===== config.mk =====
export PLATFORM = sky130hd
export DESIGN_NAME = mem_arbiter
export DESIGN_NICKNAME = d
export VERILOG_FILES = /design/src/source/mem_arb_pkg.sv /design/src/source/bus_owner_fsm.sv /design/src/source/bus_wait_timer.sv /design/src/source/bus_reply_router.sv /design/src/source/mem_arbiter.sv
export SDC_FILE = /design/constraint.sdc
export NUM_CORES = 1
export LEC_CHECK = 0
export BUFFER_PORTS_ARGS = -buffer_cell sky130_fd_sc_hd__buf_2
export CORE_AREA = 2 2 158 160
export DETAILED_ROUTE_END_ITERATION = 16
export DIE_AREA = 0 0 160 162
export PLACE_DENSITY = 0.49
export SLEW_MARGIN = 40
export SYNTH_ARGS = -nofsm -noshare
export SYNTH_HDL_FRONTEND = slang
export SYNTH_SLANG_ARGS = --single-unit

===== constraint.sdc =====
create_clock -name clock -period 6.1 [get_ports clock]
set_input_delay 1.22 -clock clock [delete_from_list [all_inputs] [get_ports clock]]
set_output_delay 1.22 -clock clock [all_outputs]
set_load 0.005 [all_outputs]

===== src/source/mem_arb_pkg.sv =====
// shared widths, limits, enums and bus structs of the memory arbiter, imported by each module
package mem_arb_pkg;

    //////////////////////////////////////////////////////////////////////
    // widths and limits
    //////////////////////////////////////////////////////////////////////

    // processor word
    localparam int XLEN          = 32;
    // memory bus data path
    localparam int MEM_DATA_BITS = 64;
    // response and reply tags
    localparam int TAG_BITS      = 4;
    // longest wait allowed for one load
    localparam int WAIT_LIMIT    = 15;
    localparam int WAIT_BITS     = 4;

    //////////////////////////////////////////////////////////////////////
    // scalar types
    //////////////////////////////////////////////////////////////////////

    // zero tag means no tag
    typedef logic [TAG_BITS-1:0] mem_tag_t;

    typedef enum logic [1:0] {
        BUS_NONE  = 2'd0,
        BUS_LOAD  = 2'd1,
        BUS_STORE = 2'd2
    } bus_command_t;

    typedef enum logic [1:0] {
        BYTE   = 2'd0,
        HALF   = 2'd1,
        WORD   = 2'd2,
        DOUBLE = 2'd3
    } mem_size_t;

    // who holds the bus while a load is outstanding
    typedef enum logic [1:0] {
        OWNER_NONE = 2'd0,
        OWNER_DATA = 2'd1,
        OWNER_INST = 2'd2
    } bus_owner_t;

    //////////////////////////////////////////////////////////////////////
    // request and reply bundles
    //////////////////////////////////////////////////////////////////////

    // fetch side, always a full double on the bus
    typedef struct packed {
        bus_command_t    command;
        logic [XLEN-1:0] addr;
    } inst_req_t;

    // data side, word of store data
    typedef struct packed {
        bus_command_t    command;
        logic [XLEN-1:0] addr;
        logic [XLEN-1:0] data;
        mem_size_t       size;
    } data_req_t;

    typedef struct packed {
        bus_command_t             command;
        logic [XLEN-1:0]          addr;
        logic [MEM_DATA_BITS-1:0] data;
        mem_size_t                size;
    } mem_req_t;

    // response is nonzero in the accept cycle, tag marks returning data
    typedef struct packed {
        mem_tag_t                 response;
        mem_tag_t                 tag;
        logic [MEM_DATA_BITS-1:0] data;
    } mem_reply_t;

    typedef struct packed {
        logic                     valid;
        logic [MEM_DATA_BITS-1:0] data;
    } src_reply_t;

endpackage


===== src/source/bus_owner_fsm.sv =====
// bus ownership FSM, picks the data or fetch request for the memory bus and strobes accepts
module bus_owner_fsm import mem_arb_pkg::*; (
    input  logic       clock,
    input  logic       reset,
    input  inst_req_t  inst_req,
    input  data_req_t  data_req,
    input  mem_tag_t   response,
    input  logic       reply_done,
    input  logic       wait_expired,
    output mem_req_t   mem_req,
    output logic       inst_accept,
    output logic       data_accept,
    output logic       load_accepted,
    output bus_owner_t owner,
    output logic       fetch_stall
);

    bus_owner_t owner_next;
    logic       bus_idle;
    logic       data_present;
    logic       inst_present;
    logic       accepted;
    logic       data_load;
    logic       inst_load;

    //////////////////////////////////////////////////////////////////////
    // request selection
    //////////////////////////////////////////////////////////////////////

    assign bus_idle     = (owner == OWNER_NONE);
    assign data_present = (data_req.command != BUS_NONE);
    assign inst_present = (inst_req.command != BUS_NONE);

    // data side always wins
    always_comb begin
        if (data_present) begin
            mem_req.command = data_req.command;
            mem_req.addr    = data_req.addr;
            // store word goes out in the low half
            mem_req.data    = {{(MEM_DATA_BITS-XLEN){1'b0}}, data_req.data};
            mem_req.size    = data_req.size;
        end else begin
            mem_req.command = inst_req.command;
            mem_req.addr    = inst_req.addr;
            mem_req.data    = '0;
            // fetch reads a full double
            mem_req.size    = DOUBLE;
        end
        // nothing new while a load is in flight
        if (!bus_idle) begin
            mem_req.command = BUS_NONE;
        end
    end

    //////////////////////////////////////////////////////////////////////
    // accept strobes
    //////////////////////////////////////////////////////////////////////

    // nonzero response means memory took this cycle's request
    assign accepted    = bus_idle && (response != '0);
    assign data_accept = accepted && data_present;
    assign inst_accept = accepted && !data_present && inst_present;

    // stores finish here, loads hold the bus
    assign data_load     = data_accept && (data_req.command == BUS_LOAD);
    assign inst_load     = inst_accept && (inst_req.command == BUS_LOAD);
    assign load_accepted = data_load || inst_load;

    //////////////////////////////////////////////////////////////////////
    // owner state
    //////////////////////////////////////////////////////////////////////

    always_comb begin
        owner_next = owner;
        case (owner)
            OWNER_NONE: begin
                if (data_load) begin
                    owner_next = OWNER_DATA;
                end else if (inst_load) begin
                    owner_next = OWNER_INST;
                end
            end
            OWNER_DATA,
            OWNER_INST: begin
                // tag match or give up on the load
                if (reply_done || wait_expired) begin
                    owner_next = OWNER_NONE;
                end
            end
            default: begin
                owner_next = OWNER_NONE;
            end
        endcase
    end

    always_ff @(posedge clock or posedge reset) begin
        if (reset) begin
            owner <= OWNER_NONE;
        end else begin
            owner <= owner_next;
        end
    end

    //////////////////////////////////////////////////////////////////////
    // fetch stall
    //////////////////////////////////////////////////////////////////////

    // data load in flight or data command waiting
    assign fetch_stall = (owner == OWNER_DATA) || data_present;

endmodule


===== src/source/bus_wait_timer.sv =====
// wait counter for an outstanding load, flags expiry and keeps a sticky bus timeout
module bus_wait_timer import mem_arb_pkg::*; (
    input  logic       clock,
    input  logic       reset,
    input  bus_owner_t owner,
    output logic       wait_expired,
    output logic       bus_timeout
);

    logic [WAIT_BITS-1:0] wait_count;
    logic                 waiting;

    // any owner means a load is outstanding
    assign waiting = (owner != OWNER_NONE);

    // limit reached without a matching reply
    assign wait_expired = waiting && (wait_count == WAIT_BITS'(WAIT_LIMIT));

    always_ff @(posedge clock or posedge reset) begin
        if (reset) begin
            wait_count  <= '0;
            bus_timeout <= 1'b0;
        end else begin
            // count only while owned
            if (!waiting) begin
                wait_count <= '0;
            end else if (!wait_expired) begin
                wait_count <= wait_count + 1'b1;
            end
            // stays set until reset
            if (wait_expired) begin
                bus_timeout <= 1'b1;
            end
        end
    end

endmodule


===== src/source/bus_reply_router.sv =====
// holds the expected load tag, matches memory replies and returns data to the owning side
module bus_reply_router import mem_arb_pkg::*; (
    input  logic       clock,
    input  logic       reset,
    input  mem_tag_t   response,
    input  logic       load_accepted,
    input  bus_owner_t owner,
    input  mem_reply_t mem_reply,
    output logic       reply_done,
    output src_reply_t inst_reply,
    output src_reply_t data_reply
);

    mem_tag_t                 expected_tag;
    logic [MEM_DATA_BITS-1:0] reply_data_q;
    logic                     inst_valid_q;
    logic                     data_valid_q;
    logic                     tag_match;

    //////////////////////////////////////////////////////////////////////
    // tag tracking
    //////////////////////////////////////////////////////////////////////

    // memory echoes the response tag on the reply
    always_ff @(posedge clock) begin
        if (load_accepted) begin
            expected_tag <= response;
        end
    end

    // zero tag carries no data
    assign tag_match  = (mem_reply.tag != '0) && (mem_reply.tag == expected_tag);
    // only meaningful while someone owns the bus
    assign reply_done = (owner != OWNER_NONE) && tag_match;

    //////////////////////////////////////////////////////////////////////
    // reply register
    //////////////////////////////////////////////////////////////////////

    // one data register shared by both sides
    always_ff @(posedge clock) begin
        if (reply_done) begin
            reply_data_q <= mem_reply.data;
        end
    end

    // single cycle valid to the owner only
    always_ff @(posedge clock or posedge reset) begin
        if (reset) begin
            inst_valid_q <= 1'b0;
            data_valid_q <= 1'b0;
        end else begin
            inst_valid_q <= reply_done && (owner == OWNER_INST);
            data_valid_q <= reply_done && (owner == OWNER_DATA);
        end
    end

    //////////////////////////////////////////////////////////////////////
    // outputs
    //////////////////////////////////////////////////////////////////////

    assign inst_reply.valid = inst_valid_q;
    assign inst_reply.data  = reply_data_q;

    assign data_reply.valid = data_valid_q;
    assign data_reply.data  = reply_data_q;

endmodule


===== src/source/mem_arbiter.sv =====
// top level of the shared memory bus arbiter between the fetch side and the data side
module mem_arbiter import mem_arb_pkg::*; (
    input  logic       clock,
    input  logic       reset,
    // requesters
    input  inst_req_t  inst_req,
    input  data_req_t  data_req,
    // memory side
    input  mem_reply_t mem_reply,
    output mem_req_t   mem_req,
    // accept strobes back to the requesters
    output logic       inst_accept,
    output logic       data_accept,
    // load data back to the requesters
    output src_reply_t inst_reply,
    output src_reply_t data_reply,
    // status
    output logic       fetch_stall,
    output logic       bus_timeout
);

    bus_owner_t owner;
    logic       load_accepted;
    logic       reply_done;
    logic       wait_expired;

    //////////////////////////////////////////////////////////////////////
    // ownership and request mux
    //////////////////////////////////////////////////////////////////////

    bus_owner_fsm u_owner_fsm (
        .clock         (clock),
        .reset         (reset),
        .inst_req      (inst_req),
        .data_req      (data_req),
        .response      (mem_reply.response),
        .reply_done    (reply_done),
        .wait_expired  (wait_expired),
        .mem_req       (mem_req),
        .inst_accept   (inst_accept),
        .data_accept   (data_accept),
        .load_accepted (load_accepted),
        .owner         (owner),
        .fetch_stall   (fetch_stall)
    );

    //////////////////////////////////////////////////////////////////////
    // load wait limit
    //////////////////////////////////////////////////////////////////////

    bus_wait_timer u_wait_timer (
        .clock        (clock),
        .reset        (reset),
        .owner        (owner),
        .wait_expired (wait_expired),
        .bus_timeout  (bus_timeout)
    );

    //////////////////////////////////////////////////////////////////////
    // reply matching and return
    //////////////////////////////////////////////////////////////////////

    bus_reply_router u_reply_router (
        .clock         (clock),
        .reset         (reset),
        .response      (mem_reply.response),
        .load_accepted (load_accepted),
        .owner         (owner),
        .mem_reply     (mem_reply),
        .reply_done    (reply_done),
        .inst_reply    (inst_reply),
        .data_reply    (data_reply)
    );

endmodule


# After elaboration in Yosys (flattened, before gate mapping)
# Index checks and enable logic that the tools add are counted.
[classes]
addsub = 1
mul = 0
div_mod_pow = 0
n_lt_le_gt_ge = 0
n_eq_ne = 9
shifts = 0
mux = 8
bitwise = 0
n_reduce_logical = 23
[ops]
columns = ["operator", "count"]
rows = [
  ["$mux 100", 1],
  ["$logic_and 1x1->1", 11],
  ["$mux 2", 4],
  ["$mux 4", 2],
  ["$reduce_bool 4->1", 2],
  ["$eq 2x1->1 const B", 3],
  ["$reduce_bool 2->1", 3],
  ["$add 4x1->4 const B", 1],
  ["$eq 4x4->1", 1],
  ["$eq 4x4->1 const B", 1],
  ["$pmux 2 s2", 1],
  ["$logic_or 1x1->1", 3],
  ["$ne 3x3->1 const B", 1],
  ["$eq 2x2->1 const B", 1],
  ["$logic_not 2->1", 1],
  ["$ne 2x1->1 const B", 1],
  ["$ne 2x2->1 const B", 1],
  ["$reduce_and 2->1", 1],
  ["$reduce_or 2->1", 1],
  ["$logic_not 1->1", 1],
]
[word_totals]
register_bits = 77
latchBits = 0
ramBits = 0
rom_bits = 0
output_inout_bits = 234
mem_count = 0

# Logic depth before layout (Yosys ltp)
# Gate-level depths: netlist of run 1.
[depth]
depth_word = 8
depth_mapped = 7
depth_no_buf = 7

# Modules after synthesis
# A second synthesis of run 1 with hierarchy kept.
[unflattened]
hier_cells = 306
hier_area_um2 = 4017.6
[by_module_without_submodules]
columns = ["mod", "n_inst", "cells_each", "area_per_inst_um2"]
rows = [
  ["bus_reply_router", 1, 147, 2666.3],
  ["bus_owner_fsm", 1, 135, 1096.1],
  ["bus_wait_timer", 1, 24, 255.2],
]

# Worst setup path before layout of run 1
# No wires, ideal clock.
[synth_timing]
kind = "input -> register"
from = "in mem_reply[66] in the netlist's numbering"
to = "reg u_owner_fsm.owner[0]"
setup_ns = 0.128
t_arrival_ns = 3.295
t_required_ns = 5.972
slack_ns = 2.677
stages = 5
n_path_buf = 0
path_cell_list = "xor2_1 > or4_4 > a21oi_4 > o21ai_2 > mux2i_1"
[synth_between]
elab_chain_len = 6
elab_cells_between_ends = 7
[synth_lines]
columns = ["element", "line_no", "source"]
rows = [
  ["start, declared", "mem_arbiter.sv:9", "input mem_reply_t mem_reply,"],
  ["$eq 4x4->1 or $reduce_bool 4->1 (tied branches)", "bus_reply_router.sv:32", "assign tag_match = (mem_reply.tag != '0) && (mem_reply.tag == expected_tag);"],
  ["$logic_and 1x1->1 *", "bus_reply_router.sv:32", ""],
  ["$logic_and 1x1->1 *", "bus_reply_router.sv:34", "assign reply_done = (owner != OWNER_NONE) && tag_match;"],
  ["named net reply_done", "mem_arbiter.sv:24", "logic reply_done;"],
  ["$logic_or 1x1->1 *", "bus_owner_fsm.sv:86", "if (reply_done || wait_expired) begin"],
  ["$ne 2x1->1 (no source line) *", "--", ""],
  ["$reduce_and 2->1 (no source line) *", "--", ""],
  ["end signal, assigned", "bus_owner_fsm.sv:100", "owner <= owner_next;"],
  ["end, declared", "bus_owner_fsm.sv:14", "output bus_owner_t owner,"],
]
# The timed path passes the listed nets; every way through them passes the cells marked *.
# A chain may end at the register's enable or synchronous reset.

==> out/summary.txt, run 1 <==
Most common cell after layout, fill and taps aside: buf_2
CP endpoint kind: primary output
Drt drc: 0
Initial antenna violation count: 2
Hold_buf cts: 0
Crit path max fanout: 42
Syn Area/Cell: 13.0 µm²
Syn Inst Count: 305
Class of the most critical setup path: in2out
Share of layout cells above drive strength 1: 69.3%
Critical Path AT: 2.98 ns
Via count: 3346
Worst-margin pin slew: 0.663 ns
Slew headroom: 55.2%
Count of final max-slew check failures: 0
H-tree levels: 3
Vias in the first global route: 3230
Final Hold Fails: 0
Routed len/inst: 16.8 µm
Maxcap violations: 0
GP Congestion: 0.751
Commonest cells after routing, fill and taps aside: buf_2, edfxtp_1, nor2b_1
CTS root buf: clkbuf_16
DPL Wire Length: 14000 µm
Clk slew on worst S/H paths: 0.07 ns
Clk sinks: 77
Pwr dens: 253 mW/mm²
CTS Buffer Depth: 2
Worst Hold Class: reg2reg
F_max: 0.238 GHz
PortBufs: 377
Yosys warns: 0
Vias per cell: 3.52
Die Height: 162 µm
Fin crit period: 4.20 ns
Num ports: 410
Post-CTS Resized: 0
Post-Layout Cell Count: 950
Status: complete, no violations
RSZ-0062 raised after global routing: no
Min Hold Slack: 0.472 ns
Total negative slack: 0 ns
#FFs+latches synth: 77
Cell variety after synth: 32
Initial DRT Pass Iterations: 4
Final layout net count: 800
Largest net degree at the start of global routing: 52
Req. time, crit path: 4.88 ns
Clock Latency Late Sink: 0.34 ns
GR Overflow Total: 0
Maximum vdd drop: 0.000148 V
RR Startpoint: u_owner_fsm.owner[0]$_DFFE_PP0P_
Rows: 57
WL final: 16000 µm
Worst hold start: u_wait_timer.bus_timeout$_DFFE_PP0N_
Placeable Area: 0.0241 mm²
First-pass GRT wire length: 21400 µm
Final ANT Viol Nets: 0
Num CTS Buffers: 9
Initial core utilization: 16.5%
CTS tree: yes
Tcrit/Tclk final: 68.8%
Leakage: 0.00287 µW
Area Overhead vs Synth: 49.7%
Clock skew: 0.0109 ns
Die ar.: 0.0259 mm²
CP Launch Type: input pin
Drt first-iter violations: 58
Post-CTS setup buffer count: 0
Setup Viol. Count Final: 0
Post-synthesis sequential area ratio: 57.1%
Die X: 160 µm
Tot GR Track Use: 11.6%
Synthesized area: 0.00397 mm²
Dpl cells: 933
CP startpoint: data_req[67]
Final Util: 24.7%
-- per-stage QoR --
step | total power [µW] | cell area (µm²) | setup WS (ns)
global placement | 965 | 5630 | 1.93
finish | 1510 | 5950 | 1.90
global route | 1590 | 5940 | 1.78
floorplan | 819 | 4090 | 2.68
CTS | 1540 | 5940 | 1.88
detailed placement | 965 | 5630 | 1.88
-- power breakdown --
group | internal (µW) | switching, µW | total [µW] | leakage [µW]
combinational | 147 | 159 | 306 | 0.00198
clock | 327 | 235 | 561 | 0.000153
sequential | 616 | 24.1 | 640 | 0.000735
total | 1090 | 418 | 1510 | 0.00287
-- Yosys cell counts (all sizes together) --
library cell	number	area share, %
conb	1	0.094
o31ai	1	0.19
mux2	32	9.1
o21ai	4	0.60
and2	2	0.31
nor3b	1	0.19
nand2	4	0.38
nor4	1	0.16
o21a	2	0.38
or2	2	0.31
dfrtp	9	5.7
clkbuf	5	0.47
edfxtp	68	51
a21oi	2	0.54
o21bai	1	0.19
xnor2	1	0.22
inv	5	0.47
buf	101	19
mux2i	3	0.76
nand3	2	0.25
or3	2	0.31
ha	4	1.3
a31oi	1	0.16
nor2b	33	5.2
xor2	3	0.66
nor2	9	0.85
nor3	4	0.50
or4	1	0.28
o41ai	1	0.22
-- cells by family after synthesis --
family	count (synthesis)	share of synthesized area, %
buffers and inverters	111	19.8
DFF	77	57.1
and+or+nand+nor	61	8.76
muxes	35	9.83
AOI/OAI and AO/OA	12	2.27
adders and majority gates	4	1.26
xor gates and xnor gates	4	0.882
other	1	0.0944
-- sequential cells by signal, summed over array words and instances, names as in the netlist --
| signal | cells |
|---|---|
| u_reply_router.reply_data_q | 64 |
| u_reply_router.expected_tag | 4 |
| u_wait_timer.wait_count | 4 |
| u_owner_fsm.owner | 2 |
| u_reply_router.data_valid_q | 1 |
| u_reply_router.inst_valid_q | 1 |
| u_wait_timer.bus_timeout | 1 |
-- critical path: stages --
cell    delay [ns]
buf_2         0.15
nor2_4        0.54
buf_4         0.51
mux2_2        0.40
buf_2         0.13
-- final cells by class --
cell class	count	area (µm²)
clock buffer	9	225
fill	2662	18200
antenna	1	2.50
tap	324	405
timing repair buffer	379	1900
sequential	77	2270
multi-input combinational	148	1040
inverter	5	18.8
clock inverter	7	85.1
-- worst paths after layout --
check	to	slack, ns	cells after the start
worst max-delay path	mem_req[94]	1.90	5
worst min register to register	u_wait_timer.bus_timeout$_DFFE_PP0N_	0.47	1
worst max register to register	u_reply_router.reply_data_q[49]$_DFFE_PP_	3.10	5
worst min-delay path	u_wait_timer.bus_timeout$_DFFE_PP0N_	0.47	1
min in group asynchronous	u_wait_timer.bus_timeout$_DFFE_PP0N_	0.83	2
max in group asynchronous	u_wait_timer.wait_count[3]$_DFFE_PP0P_	5.00	2
-- layer usage --
layer | part of all wire [%] | GRT usage [%] | up-vias | wire length [µm]
met5 | 0.10 | 0 | - | 16
met4 | 1.8 | 3.93 | 2 | 295
met3 | 9.0 | 3.63 | 15 | 1440
met2 | 52 | 21.3 | 252 | 8250
met1 | 37 | 12.8 | 1528 | 5990
li1 | - | - | 1549 | -
(Power assumes the default switching activity.)
==> run 2, diff against run 1 <==
- ABC_AREA: unset -> 1
- CORE_AREA: 2 2 158 160 -> 2 2 160 162
- DIE_AREA: 0 0 160 162 -> 0 0 162 164
- PLACE_DENSITY: 0.49 -> 0.5
- clock period: 6.1 -> 3.5 ns (I/O delays scaled with it)
==> run 2 against run 1 <==
Die area is 2.5% higher; via count is 12% higher; combinational power is 92% higher; final area is 1.4% higher; routed wire length is 3.9% lower; sequential power is 77% higher; final cell count is 14% higher; global-route usage is 0.80 points lower; power is 72% higher; clock skew is 0.0011 ns lower; count of clock-buffer cells in the layout is 1 higher; setup slack worse by 1.0 ns; largest cell class unchanged.
==> out/summary.txt, run 2 <==
CP Cell Sequence: buf_2, nor2_4, buf_12, nand2_1, nand2_1, buf_2
Drt drc: 0
Cell taking the most area after synthesis: edfxtp_1
Hold_buf cts: 0
Synthesized area: 0.00406 mm²
Pwr dens: 430 mW/mm²
Share of layout cells above drive strength 1: 53.3%
Crit path max-delay family: simple AND/OR/NAND/NOR gates
CTS Buffer Depth: 2
Status: complete, no violations
Maximum vdd drop: 0.000186 V
Vias per cell: 3.46
Num ports: 410
GP Congestion: 0.859
Total negative slack: 0 ns
Worst r2r path cells: 8
Yosys warns: 0
Dpl cells: 1068
Count leader, synth: nand2_1
Vias in the first global route: 3574
Most used DFF post-synth: edfxtp_1
Routed len/inst: 14.2 µm
Worst path bufs/invs: 3
Count of final max-slew check failures: 0
Clock Latency Late Sink: 0.34 ns
DPL Wire Length: 13500 µm
PortBufs: 377
CTS root buf: clkbuf_16
CP Launch Type: input pin
RSZ-0062 raised after global routing: no
Cell variety after synth: 22
Final layout net count: 929
Via count: 3755
Antenna Cells: 0
Clock skew: 0.00984 ns
Tot GR Track Use: 10.8%
Initial antenna violation count: 1
Stages on the worst setup path: 6
Maxcap violations: 0
Die X: 162 µm
Post-Layout Cell Count: 1084
Class of the most critical setup path: in2out
Final ANT Viol Nets: 0
Die ar.: 0.0266 mm²
Slowest CP cell: nor2_4
Top cell type's share of synthesized area: 50.3%
Post-synth EDFFs: 68
Initial core utilization: 16.4%
Crit path max fanout: 58
GR Overflow Total: 0
Fin crit period: 2.60 ns
WL final: 15400 µm
CP endpoint kind: primary output
Syn Inst Count: 434
Setup Viol. Count Final: 0
Synth area leaders: edfxtp_1, buf_4, nand2_1
Final Hold Fails: 0
Die Height: 164 µm
Area Overhead vs Synth: 48.6%
Post-CTS setup buffer count: 0
Drt first-iter violations: 96
Syn Area/Cell: 9.35 µm²
H-tree levels: 3
Tcrit/Tclk final: 74.3%
Req. time, crit path: 2.80 ns
#FFs+latches synth: 77
Biggest register: u_reply_router.reply_data_q
Most common cell after layout, fill and taps aside: buf_2
Max incr delay on CP: 0.32 ns
Biggest regs: u_reply_router.reply_data_q x64, u_reply_router.expected_tag x4, u_wait_timer.wait_count x4
Max reg flops: 64
Post-CTS Resized: 0
First-pass GRT wire length: 21000 µm
Placeable Area: 0.0248 mm²
Initial DRT Pass Iterations: 4
Clk slew on worst S/H paths: 0.07 ns
Leakage: 0.00328 µW
Critical Path AT: 1.90 ns
Num CTS Buffers: 9
Synth cell count leaders: nand2_1, buf_4, edfxtp_1
Worst Hold Class: in2async
Clk sinks: 77
CTS tree: yes
Post-synthesis sequential area ratio: 55.9%
Asr flop ratio synth: 11.7%
F_max: 0.384 GHz
Largest net degree at the start of global routing: 59
Rows: 58
Commonest cells after routing, fill and taps aside: buf_2, nand2_1, edfxtp_1
run 2: report_power, final:
part	switching, µW	total, µW	leakage, µW	internal (µW)
clock network	394	879	0.000122	486
logic	334	586	0.00242	252
registers	40.0	1130	0.000738	1090
run 2: cell families after synthesis:
kind of cell               share of synthesized area, %
buffers and inverters                              24.0
adders and majority gates                          1.23
other                                            0.0924
and+or+nand+nor                                    17.6
AOI/OAI and AO/OA                                 0.925
DFF                                                55.9
xor gates and xnor gates                          0.216
run 2: final cells by class:
type / instances / area, µm²
clock buffers: 10 / 229
clock inverters: 6 / 47.5
fillers: 2773 / 18800
inverters: 53 / 199
multi-input cells: 227 / 932
flip-flops and latches: 77 / 2270
well taps: 330 / 413
repair buffers: 381 / 1940
run 2: stage by stage:
stage                     hold WS [ns]  cell area [µm²]  utilization (%)  power, µW  setup slack [ns]
after floorplan                  0.457             4180                -       1480             0.771
after global placement           0.445             5750             23.2       1740             0.863
after detailed placement         0.444             5750             23.2       1750             0.854
final                            0.308             6030             24.3       2590             0.899
after CTS                        0.304             6030             24.3       2660             0.854
after global routing             0.327             6030             24.3       2770             0.800
run 2: path summary, 6_finish.rpt:
kind / slack (ns) / endpoint / start
worst max register to register: 1.22 / u_reply_router.reply_data_q[38]$_DFFE_PP_ / u_owner_fsm.owner[1]$_DFFE_PP0P_
min in group clock: 0.46 / u_wait_timer.bus_timeout$_DFFE_PP0N_ / u_wait_timer.bus_timeout$_DFFE_PP0N_
worst min-delay path: 0.31 / u_wait_timer.wait_count[0]$_DFFE_PP0P_ / reset
worst min register to register: 0.46 / u_wait_timer.bus_timeout$_DFFE_PP0N_ / u_wait_timer.bus_timeout$_DFFE_PP0N_
worst max-delay path: 0.90 / mem_req[94] / data_req[67]
max in group asynchronous: 2.94 / u_owner_fsm.owner[0]$_DFFE_PP0P_ / reset
run 2: metal layers:
| metal | track usage, % | share of wire, % |
|---|---|---|
| met5 | 0 | 0 |
| met4 | 2.61 | 1.1 |
| met3 | 2.85 | 8.5 |
| met2 | 22.2 | 55 |
| met1 | 10.7 | 35 |
==> run 3, diff against run 2 <==
- PLACE_DENSITY: 0.5 -> 0.48
- clock period: 3.5 -> 2.7 ns (I/O delays scaled with it)
==> run 3 against run 2 <==
Combinational power up 30%; global-route usage rose by 0.73 points; register-to-register slack worse by 0.48 ns; via count grew 0.48%; count of clock-buffer cells in the layout shrank 1; sequential share of layout area shrank 0.49 points; critical path depth fell by 1; setup slack lost 0.37 ns; first-iteration DRC count increased by 2.1%; power is 39% higher; worst hold slack lost 0.15 ns; largest cell class unchanged.
==> out/summary.txt, run 3 (synthesis results as in run 2) <==
Maxcap violations: 0
Final ANT Viol Nets: 0
Post-CTS Resized: 0
Clock skew: 0.00528 ns
Maximum vdd drop: 0.000273 V
Num CTS Buffers: 9
CTS root buf: clkbuf_16
Status: complete, no violations
Leakage: 0.00332 µW
Rows: 58
Total negative slack: 0 ns
Clk sinks: 77
Via count: 3773
WL final: 16500 µm
PortBufs: 377
GP Congestion: 0.840
RR Startpoint: u_owner_fsm.owner[0]$_DFFE_PP0P_
Initial core utilization: 16.4%
Placeable Area: 0.0248 mm²
Crit path max-delay family: flip-flops
Max incr delay on CP: 0.40 ns
H-tree levels: 3
R2R setup slack: 0.74 ns
Post-CTS setup buffer count: 0
Initial DRT Pass Iterations: 4
Commonest cells after routing, fill and taps aside: buf_2, nand2_1, edfxtp_1
Drt drc: 0
Most common cell after layout, fill and taps aside: buf_2
Tot GR Track Use: 11.6%
RR Endpoint: u_reply_router.reply_data_q[34]$_DFFE_PP_
Die X: 162 µm
Tcrit/Tclk final: 80.4%
Count of final max-slew check failures: 0
Placed Area: 0.00577 mm²
Req. time, crit path: 2.16 ns
Worst Hold Class: in2async
F_max: 0.461 GHz
CP endpoint kind: primary output
Clock Latency Late Sink: 0.33 ns
Max reg flops: 64
Largest net degree at the start of global routing: 71
DPL Wire Length: 14400 µm
CTS Buffer Depth: 2
Final Hold Fails: 0
Share of layout cells above drive strength 1: 53.4%
Slowest CP cell: dfrtp_1
Critical Path AT: 1.63 ns
Class of the most critical setup path: reg2out
Biggest regs: u_reply_router.reply_data_q x64, u_reply_router.expected_tag x4, u_wait_timer.wait_count x4
Biggest register: u_reply_router.reply_data_q
RSZ-0062 raised after global routing: no
Clk slew on worst S/H paths: 0.06 ns
Final layout net count: 929
Area Overhead vs Synth: 50.5%
First-pass GRT wire length: 21900 µm
Crit path max fanout: 6
GR Overflow Total: 0
Worst path bufs/invs: 2
CTS tree: yes
Vias per cell: 3.48
Worst r2r path cells: 8
Num ports: 410
CP Launch Type: flip-flop
Die ar.: 0.0266 mm²
Pwr dens: 589 mW/mm²
Die Height: 164 µm
Routed len/inst: 15.2 µm
CP Cell Sequence: inv_1, ha_1, nand2_1, a21oi_1, buf_2
Initial antenna violation count: 3
Drt first-iter violations: 98
Setup Viol. Count Final: 0
Vias in the first global route: 3577
Fin area: 0.00611 mm²
Fin crit period: 2.17 ns
Hold_buf cts: 0
==> run 3: cell types whose count changed in the layout (fill, tap and decap cells not counted), sizes merged <==
| cell | delta |
|---|---|
| bufinv | +3 |
| clkinv | +3 |
| clkinvlp | -3 |
| inv | -3 |
| clkbuf | -1 |
| diode | +1 |
==> run 3: worst register-to-register path: cells and delay by family, from the launching register on <==
kind,cells,cell delay [ns]
flops,1,0.37
buf+inv,4,0.62
fa+ha+maj,1,0.28
simple gates,3,0.37
==> run 3: area by class of cell <==
type | instances | area [µm²]
Clock buffer | 9 | 225
Multi-Input combinational cell | 227 | 932
Sequential cell | 77 | 2270
Clock inverter | 6 | 113
Tap cell | 330 | 413
Antenna cell | 1 | 2.50
Fill cell | 2778 | 18700
Inverter | 53 | 203
Timing Repair Buffer | 381 | 1950
==> run 3: routing by layer <==
layer  up-vias  routed length, µm  global-route usage, %
li1       1839                  -                      -
met1      1653               5250                   10.2
met2       259               9310                   24.4
met3        20               1480                   3.56
met4         2                430                   3.70
met5         -                 13                      0
==> run 3: power by group <==
part | leakage, µW | total (µW) | switching [µW] | internal (µW)
sequential | 0.000738 | 1460 | 50.9 | 1410
combinational | 0.00241 | 759 | 428 | 331
clock | 0.000165 | 1380 | 479 | 900
total | 0.00332 | 3600 | 957 | 2640
==> run 3: per-stage QoR <==
step | instances | hold slack (ns) | power (µW) | util [%] | worst slack (ns)
6_report | 1084 | 0.161 | 3600 | 24.6 | 0.530
5_1_grt | 1084 | 0.178 | 3820 | 24.6 | 0.346
4_1_cts | 1083 | 0.158 | 3690 | 24.6 | 0.432
3_5_place_dp | 1068 | 0.460 | 2270 | 23.2 | 0.499
3_3_place_gp | 1068 | 0.449 | 2260 | 23.2 | 0.465
2_1_floorplan | 465 | 0.368 | 1910 | - | 0.397
==> run 3: worst max-delay path by stage <==
stage | startpoint | endpoint | slack (ns) | cells after the start
finish | u_owner_fsm.owner[1]$_DFFE_PP0P_ | inst_accept | 0.53 | 5
global route | u_owner_fsm.owner[1]$_DFFE_PP0P_ | inst_accept | 0.35 | 5
CTS | u_owner_fsm.owner[1]$_DFFE_PP0P_ | inst_accept | 0.43 | 5
detailed placement | data_req[67] | inst_accept | 0.50 | 6
global placement | data_req[67] | inst_accept | 0.47 | 6
floorplan | u_owner_fsm.owner[0]$_DFFE_PP0P_ | u_reply_router.reply_data_q[0]$_DFFE_PP_ | 0.40 | 7
